<file path="config.mk">
export PLATFORM = sky130hd
export DESIGN_NAME = cache_l1
export DESIGN_NICKNAME = d
export VERILOG_FILES = /design/src/cache_pkg.sv /design/src/cache_ctrl_if.sv /design/src/cache_way.sv /design/src/cache_l1_datapath.sv /design/src/cache_l1_controller.sv /design/src/cache_l1.sv
export SDC_FILE = /design/constraint.sdc
export NUM_CORES = 2
export LEC_CHECK = 0
export BUFFER_PORTS_ARGS = -buffer_cell sky130_fd_sc_hd__buf_2
export CORE_MARGIN = 2
export CORE_UTILIZATION = 26
export CTS_CLUSTER_DIAMETER = 50
export CTS_CLUSTER_SIZE = 25
export DETAILED_ROUTE_END_ITERATION = 8
export GPL_TIMING_DRIVEN = 1
export PLACE_DENSITY_LB_ADDON = 0.2
export SYNTH_ARGS = -nofsm -noshare
export SYNTH_HDL_FRONTEND = slang
export SYNTH_SLANG_ARGS = --single-unit
</file>
<file path="constraint.sdc">
create_clock -name clk -period 7.5 [get_ports clk]
set_input_delay 1.125 -clock clk [delete_from_list [all_inputs] [get_ports clk]]
set_output_delay 1.125 -clock clk [all_outputs]
set_load 0.005 [all_outputs]
</file>
<file path="src/cache_pkg.sv">
package cache_pkg;

    // cache geometry
    localparam int num_sets   = 8;
    localparam int line_bytes = 16;
    localparam int line_bits  = line_bytes * 8;

    // address split, upper bits are the tag and lower bits the set index
    localparam int index_bits = $clog2(num_sets);
    localparam int tag_bits   = 9;
    localparam int addr_bits  = tag_bits + index_bits;

    // one full line, byte 0 in the low bits
    typedef logic [line_bits-1:0] cache_line_t;

    // line address as seen on both buses
    typedef logic [addr_bits-1:0] cache_addr_t;

    typedef logic [tag_bits-1:0] cache_tag_t;

    typedef logic [index_bits-1:0] cache_index_t;

    // one enable per byte of the line
    typedef logic [line_bytes-1:0] byte_sel_t;

    // controller sequencing
    typedef enum logic [1:0] {
        idle,
        compare,
        write_back,
        allocate
    } ctrl_state_t;

endpackage : cache_pkg

</file>
<file path="src/cache_ctrl_if.sv">
`timescale 1ns/1ps

interface cache_ctrl_if;

    // controller to datapath
    logic way_sel;
    logic data_source_sel;
    logic tag_bypass_sel;
    logic load;
    logic load_lru;

    // datapath to controller
    logic hit_0;
    logic hit_1;
    logic dirty;
    logic lru;

    modport ctrl (
        output way_sel,
        output data_source_sel,
        output tag_bypass_sel,
        output load,
        output load_lru,
        input  hit_0,
        input  hit_1,
        input  dirty,
        input  lru
    );

    modport dp (
        input  way_sel,
        input  data_source_sel,
        input  tag_bypass_sel,
        input  load,
        input  load_lru,
        output hit_0,
        output hit_1,
        output dirty,
        output lru
    );

endinterface : cache_ctrl_if

</file>
<file path="src/cache_way.sv">
`timescale 1ns/1ps

module cache_way (
    input  logic                    clk,
    input  logic                    arst_n,
    input  logic                    load,
    input  logic                    load_type,
    input  cache_pkg::byte_sel_t    byte_sel,
    input  cache_pkg::cache_tag_t   tag_in,
    input  cache_pkg::cache_index_t index,
    input  cache_pkg::cache_line_t  data_in,
    output cache_pkg::cache_tag_t   tag_out,
    output cache_pkg::cache_line_t  data_out,
    output logic                    dirty_out,
    output logic                    hit_out
);
    import cache_pkg::*;

    cache_line_t         data_arr [num_sets];
    cache_tag_t          tag_arr  [num_sets];
    logic [num_sets-1:0] valid_bits;
    logic [num_sets-1:0] dirty_bits;
    cache_line_t         merged_line;

    // stored line with the enabled bytes replaced
    always_comb begin
        merged_line = data_arr[index];
        for (int i = 0; i < line_bytes; i++) begin
            if (byte_sel[i]) begin
                merged_line[i*8 +: 8] = data_in[i*8 +: 8];
            end
        end
    end

    // status bits per set
    always_ff @(posedge clk or negedge arst_n) begin
        if (!arst_n) begin
            valid_bits <= '0;
            dirty_bits <= '0;
        end else if (load) begin
            if (load_type) begin
                // fill from memory leaves the line clean
                valid_bits[index] <= 1'b1;
                dirty_bits[index] <= 1'b0;
            end else begin
                dirty_bits[index] <= 1'b1;
            end
        end
    end

    // line and tag storage
    always_ff @(posedge clk) begin
        if (load) begin
            if (load_type) begin
                data_arr[index] <= data_in;
                tag_arr[index]  <= tag_in;
            end else begin
                data_arr[index] <= merged_line;
            end
        end
    end

    assign tag_out   = tag_arr[index];
    assign data_out  = data_arr[index];
    assign dirty_out = dirty_bits[index];

    // hit needs a valid line with a matching tag
    assign hit_out = valid_bits[index] && (tag_arr[index] == tag_in);

endmodule : cache_way

</file>
<file path="src/cache_l1_datapath.sv">
`timescale 1ns/1ps

module cache_l1_datapath (
    input  logic                   clk,
    input  logic                   arst_n,
    cache_ctrl_if.dp               ctrl,
    input  cache_pkg::cache_addr_t cpu_adr,
    input  cache_pkg::byte_sel_t   cpu_sel,
    input  cache_pkg::cache_line_t cpu_dat_w,
    input  cache_pkg::cache_line_t mem_dat_r,
    output cache_pkg::cache_line_t cpu_dat_r,
    output cache_pkg::cache_addr_t mem_adr,
    output cache_pkg::byte_sel_t   mem_sel,
    output cache_pkg::cache_line_t mem_dat_w
);
    import cache_pkg::*;

    cache_tag_t   req_tag;
    cache_index_t index;

    cache_line_t  wr_data;
    byte_sel_t    wr_sel;
    logic         load_0;
    logic         load_1;

    cache_tag_t   tag_0;
    cache_tag_t   tag_1;
    cache_line_t  data_0;
    cache_line_t  data_1;
    logic         dirty_0;
    logic         dirty_1;

    cache_line_t  way_data;
    cache_tag_t   victim_tag;
    cache_tag_t   out_tag;

    logic [num_sets-1:0] lru_bits;

    // split the request address
    assign req_tag = cpu_adr[addr_bits-1 -: tag_bits];
    assign index   = cpu_adr[index_bits-1:0];

    // memory transfers always move a whole line
    assign mem_sel = '1;

    // write source, processor merge or memory fill
    assign wr_data = ctrl.data_source_sel ? mem_dat_r : cpu_dat_w;
    assign wr_sel  = ctrl.data_source_sel ? mem_sel : cpu_sel;

    // load goes only to the selected way
    assign load_0 = ctrl.load & ~ctrl.way_sel;
    assign load_1 = ctrl.load &  ctrl.way_sel;

    cache_way way_0 (
        .clk       (clk),
        .arst_n    (arst_n),
        .load      (load_0),
        .load_type (ctrl.data_source_sel),
        .byte_sel  (wr_sel),
        .tag_in    (req_tag),
        .index     (index),
        .data_in   (wr_data),
        .tag_out   (tag_0),
        .data_out  (data_0),
        .dirty_out (dirty_0),
        .hit_out   (ctrl.hit_0)
    );

    cache_way way_1 (
        .clk       (clk),
        .arst_n    (arst_n),
        .load      (load_1),
        .load_type (ctrl.data_source_sel),
        .byte_sel  (wr_sel),
        .tag_in    (req_tag),
        .index     (index),
        .data_in   (wr_data),
        .tag_out   (tag_1),
        .data_out  (data_1),
        .dirty_out (dirty_1),
        .hit_out   (ctrl.hit_1)
    );

    // same line feeds the processor read and the write-back
    assign way_data  = ctrl.way_sel ? data_1 : data_0;
    assign cpu_dat_r = way_data;
    assign mem_dat_w = way_data;

    // victim address on write-back, request address on fill
    assign victim_tag = ctrl.way_sel ? tag_1 : tag_0;
    assign out_tag    = ctrl.tag_bypass_sel ? req_tag : victim_tag;
    assign mem_adr    = {out_tag, index};

    // lru bit names the way to evict next
    always_ff @(posedge clk or negedge arst_n) begin
        if (!arst_n) begin
            lru_bits <= '0;
        end else if (ctrl.load_lru) begin
            lru_bits[index] <= ~ctrl.way_sel;
        end
    end

    assign ctrl.lru   = lru_bits[index];
    assign ctrl.dirty = lru_bits[index] ? dirty_1 : dirty_0;

endmodule : cache_l1_datapath

</file>
<file path="src/cache_l1_controller.sv">
`timescale 1ns/1ps

module cache_l1_controller (
    input  logic       clk,
    input  logic       arst_n,
    input  logic       cpu_cyc,
    input  logic       cpu_stb,
    input  logic       cpu_we,
    input  logic       mem_ack,
    output logic       cpu_ack,
    output logic       mem_cyc,
    output logic       mem_stb,
    output logic       mem_we,
    cache_ctrl_if.ctrl ctrl
);
    import cache_pkg::*;

    ctrl_state_t state;
    ctrl_state_t next_state;
    logic        hit;

    assign hit = ctrl.hit_0 | ctrl.hit_1;

    always_ff @(posedge clk or negedge arst_n) begin
        if (!arst_n) begin
            state <= idle;
        end else begin
            state <= next_state;
        end
    end

    // next state
    always_comb begin
        next_state = state;
        case (state)
            idle: begin
                if (cpu_cyc && cpu_stb) begin
                    next_state = compare;
                end
            end
            compare: begin
                if (hit) begin
                    next_state = idle;
                end else if (ctrl.dirty) begin
                    next_state = write_back;
                end else begin
                    next_state = allocate;
                end
            end
            write_back: begin
                if (mem_ack) begin
                    next_state = allocate;
                end
            end
            allocate: begin
                // back to compare, which then hits on the new line
                if (mem_ack) begin
                    next_state = compare;
                end
            end
            default: begin
                next_state = idle;
            end
        endcase
    end

    // outputs and datapath selects
    always_comb begin
        cpu_ack              = 1'b0;
        mem_cyc              = 1'b0;
        mem_stb              = 1'b0;
        mem_we               = 1'b0;
        ctrl.way_sel         = ctrl.lru;
        ctrl.data_source_sel = 1'b0;
        ctrl.tag_bypass_sel  = 1'b1;
        ctrl.load            = 1'b0;
        ctrl.load_lru        = 1'b0;
        case (state)
            compare: begin
                if (hit) begin
                    // serve from the hitting way, lru moves to the other one
                    ctrl.way_sel  = ctrl.hit_1;
                    cpu_ack       = 1'b1;
                    ctrl.load     = cpu_we;
                    ctrl.load_lru = 1'b1;
                end
            end
            write_back: begin
                mem_cyc             = 1'b1;
                mem_stb             = 1'b1;
                mem_we              = 1'b1;
                ctrl.tag_bypass_sel = 1'b0;
            end
            allocate: begin
                mem_cyc              = 1'b1;
                mem_stb              = 1'b1;
                ctrl.data_source_sel = 1'b1;
                ctrl.load            = mem_ack;
            end
            default: begin
            end
        endcase
    end

endmodule : cache_l1_controller

</file>
<file path="src/cache_l1.sv">
`timescale 1ns/1ps

module cache_l1 (
    input  logic                   clk,
    input  logic                   arst_n,

    // processor bus
    input  logic                   cpu_cyc,
    input  logic                   cpu_stb,
    input  logic                   cpu_we,
    input  cache_pkg::cache_addr_t cpu_adr,
    input  cache_pkg::byte_sel_t   cpu_sel,
    input  cache_pkg::cache_line_t cpu_dat_w,
    output cache_pkg::cache_line_t cpu_dat_r,
    output logic                   cpu_ack,

    // memory bus
    output logic                   mem_cyc,
    output logic                   mem_stb,
    output logic                   mem_we,
    output cache_pkg::cache_addr_t mem_adr,
    output cache_pkg::byte_sel_t   mem_sel,
    output cache_pkg::cache_line_t mem_dat_w,
    input  cache_pkg::cache_line_t mem_dat_r,
    input  logic                   mem_ack
);

    cache_ctrl_if ctrl_bus ();

    cache_l1_controller controller (
        .clk     (clk),
        .arst_n  (arst_n),
        .cpu_cyc (cpu_cyc),
        .cpu_stb (cpu_stb),
        .cpu_we  (cpu_we),
        .mem_ack (mem_ack),
        .cpu_ack (cpu_ack),
        .mem_cyc (mem_cyc),
        .mem_stb (mem_stb),
        .mem_we  (mem_we),
        .ctrl    (ctrl_bus.ctrl)
    );

    cache_l1_datapath datapath (
        .clk       (clk),
        .arst_n    (arst_n),
        .ctrl      (ctrl_bus.dp),
        .cpu_adr   (cpu_adr),
        .cpu_sel   (cpu_sel),
        .cpu_dat_w (cpu_dat_w),
        .mem_dat_r (mem_dat_r),
        .cpu_dat_r (cpu_dat_r),
        .mem_adr   (mem_adr),
        .mem_sel   (mem_sel),
        .mem_dat_w (mem_dat_w)
    );

endmodule : cache_l1

</file>
==> results.txt <==
hold buffer count at CTS: 0
Setup Crit Path Kind: primary input to output port
Crit Path Max Fanout: 49
Worst Hold Class: primary input to asynchronous set/reset pin
Tcrit/Tclk final: 90.0%
CTS tree: done
CP cell instances: buf_8 > buf_4 > nor2b_1 > a22o_1 > or3_1 > nand4_1 > nor3_4 > and2_1 > nor2_4 > buf_12 > mux2i_1 > buf_2
GRT Util Overall: 18.9%
row cnt: 217
synth-to-layout area growth: 20.4%
Root Buffer: clkbuf_16
WL/cell: 31.9 um
final non-filler cell total: 10,900
Placed Area: 100,000 um2
grt ovf: 0
1st-iter DRT viols: 5,103
Yosys cell types: 79
final hold viol count: 0
worst r2r src: datapath.way_1.tag_arr[2][4]
vias in the first global route: 53,400
drt pass-1 iters: 5
Synth Instances: 5,414
synthesis warning total: 0
crit path DAT: 5620 ps
Initial Utilization: 26.1%
ys async rst share: 1.88%
initial antenna violation count: 70
Via-to-Cell Ratio: 5.06
Total Power: 32,400 uW
VDD IR-drop max: 0.170 mV
Setup violations, final: 0
Sink Count: 2,234
DP Worst Slack: 738 ps
CP endpoint kind: output port
Netlist Area Pre-Place: 91,200 um2
most frequent cells in the layout: edfxtp_1 (2,192), a22oi_1 (594), mux2i_1 (586)
detailed placement HPWL: 213 mm
status: completed
crit start category: primary input
placer congestion estimate: 0.803
Placed Cells incl. Taps: 10,300
EDFF count, synth: 2,192
depth of the most critical reg-to-reg path: 9
Slew headroom: 13.7%
worst-case register-to-register setup slack: 2690 ps
grt met2 use: 30.4%
CTS clock-pin slew for the worst setup and hold paths: 60 ps
GR Util met1: 26.1%
max incr delay on CP: 1060 ps
CP max-delay cell: mux2i_1
height of the die: 596 um
post-cts resize count: 0
pin count of the biggest net entering global routing: 112
Avg Inst Size Synth: 16.8 um2
die area: 355,000 um2
sequential area share after synthesis: 73.4%
final number of max-transition violations: 0
final net count: 6,304
CTS Buf Count: 282
clk_skew: 43.9 ps
worst setup margin: 751 ps
Reg-to-Reg End: datapath.way_1.data_arr[5][29]
# Post-CTS Setup Buffers: 0
pwr/cell area: 296 nW/um2
post-synth top area share: 72.2%
layout cells sized above 1: 25.6%
Leak: 0.0364 uW
max_cap viols: 0
drt drc: 0
grt peak-use layer: met2
Period minus WS final: 6750 ps
Core Area: 349,000 um2
vias post-DR: 54,900
Worst EP required: 6380 ps
count of state elements after synthesis: 2,234
H-tree levels: 5
RSZ-0062 raised after global routing: false
Max Clock Freq: 0.148 GHz
worst slew pin tran: 1280 ps
first-pass GRT wire length: 468 mm
Die Wd: 596 um
I/O pin total: 578
Synth Flop Type: edfxtp_1
Total Wirelength: 346 mm
GR Layer Usage met3: 3.12%
worst-skew pair later-pin latency: 900 ps
Fin Setup TNS: 0 ps
ranking of synthesized cells by area: edfxtp_1 (72%), mux2i_1 (6.4%), a22oi_1 (4.9%)
fin area: 110,000 um2
Routed Antenna Nets: 0
CTS max path bufs: 4
commonest non-fill, non-tap cell in the layout: edfxtp_1
port buffer count: 561
post-synth top area cell: edfxtp_1
how the worst max path moves through the flow:
stage	startpoint	endpoint	slack, ps	cells past startpoint
detailed placement	cpu_adr[1]	cpu_dat_r[5]	740	12
CTS	cpu_adr[1]	cpu_dat_r[5]	710	12
finish	cpu_adr[1]	cpu_dat_r[5]	750	12
global placement	cpu_adr[2]	cpu_dat_r[16]	520	11
global route	cpu_adr[1]	mem_dat_w[5]	580	12
floorplan	cpu_adr[1]	datapath.way_0.data_arr[6][0]	450	14
cell usage after synthesis, drive strengths merged (11+ instances only):
cell     instances
o22ai           17
and3            93
nor3            32
o21ai          116
a22o            91
nor2           120
nand3           30
mux2i          587
buf            240
mux4            39
inv            134
nand2          139
a221oi         171
a21oi           55
a2111oi         11
and2            12
and4            93
edfxtp        2192
a22oi          594
dfrtp           42
o2bb2ai         13
mux2           212
clkbuf         242
layer usage:
layer	vias up	share of wire [%]
met5	-	0.11
met4	56	2.9
met3	481	6.0
met2	1917	47
met1	29300	44
li1	23200	-
registers in the layout (all words and copies together), names as in the netlist, named ones only:
signal,count
datapath.way_0.tag_arr,72
datapath.way_1.valid_bits,8
datapath.way_0.valid_bits,8
datapath.way_1.tag_arr,72
controller.state,2
datapath.way_1.data_arr,1024
datapath.lru_bits,8
datapath.way_0.data_arr,1024
worst max-delay path, delay by kind of cell:
family                 cells  cell delay [ps]
muxes                      1             1060
buffers and inverters      4             1630
and+or+nand+nor            6             1310
AOI/OAI and AO/OA          1              300
where the power goes:
group	internal (uW)	switching [uW]	total (uW)
registers	14700	54.0	14700
logic	1050	2550	3600
clock network	8050	6050	14100
total	23800	8660	32400
final cells by class:
type,count,area (um2)
diodes,15,37.5
flip-flops and latches,2234,66900
inverters,135,569
clock inverters,212,2540
fillers,34000,239000
clock buffers,301,7210
well taps,4599,5750
multi-input cells,2578,21500
repair buffers,779,5290
per-stage QoR:
stage / hold slack (ps) / util (%)
floorplan: 436 / -
global placement: 444 / 28.6
detailed placement: 452 / 28.6
CTS: 386 / 31.4
global route: 464 / 31.4
finish: 418 / 31.4
cells by family (layout without fill, tap and decap cells):
family,after synthesis,in the layout,synth area share [%]
DFF,2234,2234,73.4
AOI/OAI and AO/OA,1143,1143,9.42
muxes,838,838,10.1
buffers and inverters,617,1427,3.29
and+or+nand+nor,565,565,3.67
xor gates and xnor gates,12,12,0.115
adders and majority gates,4,4,0.0549
other,1,31,0.00411
Note: power is estimated with default switching activity, not from simulation.
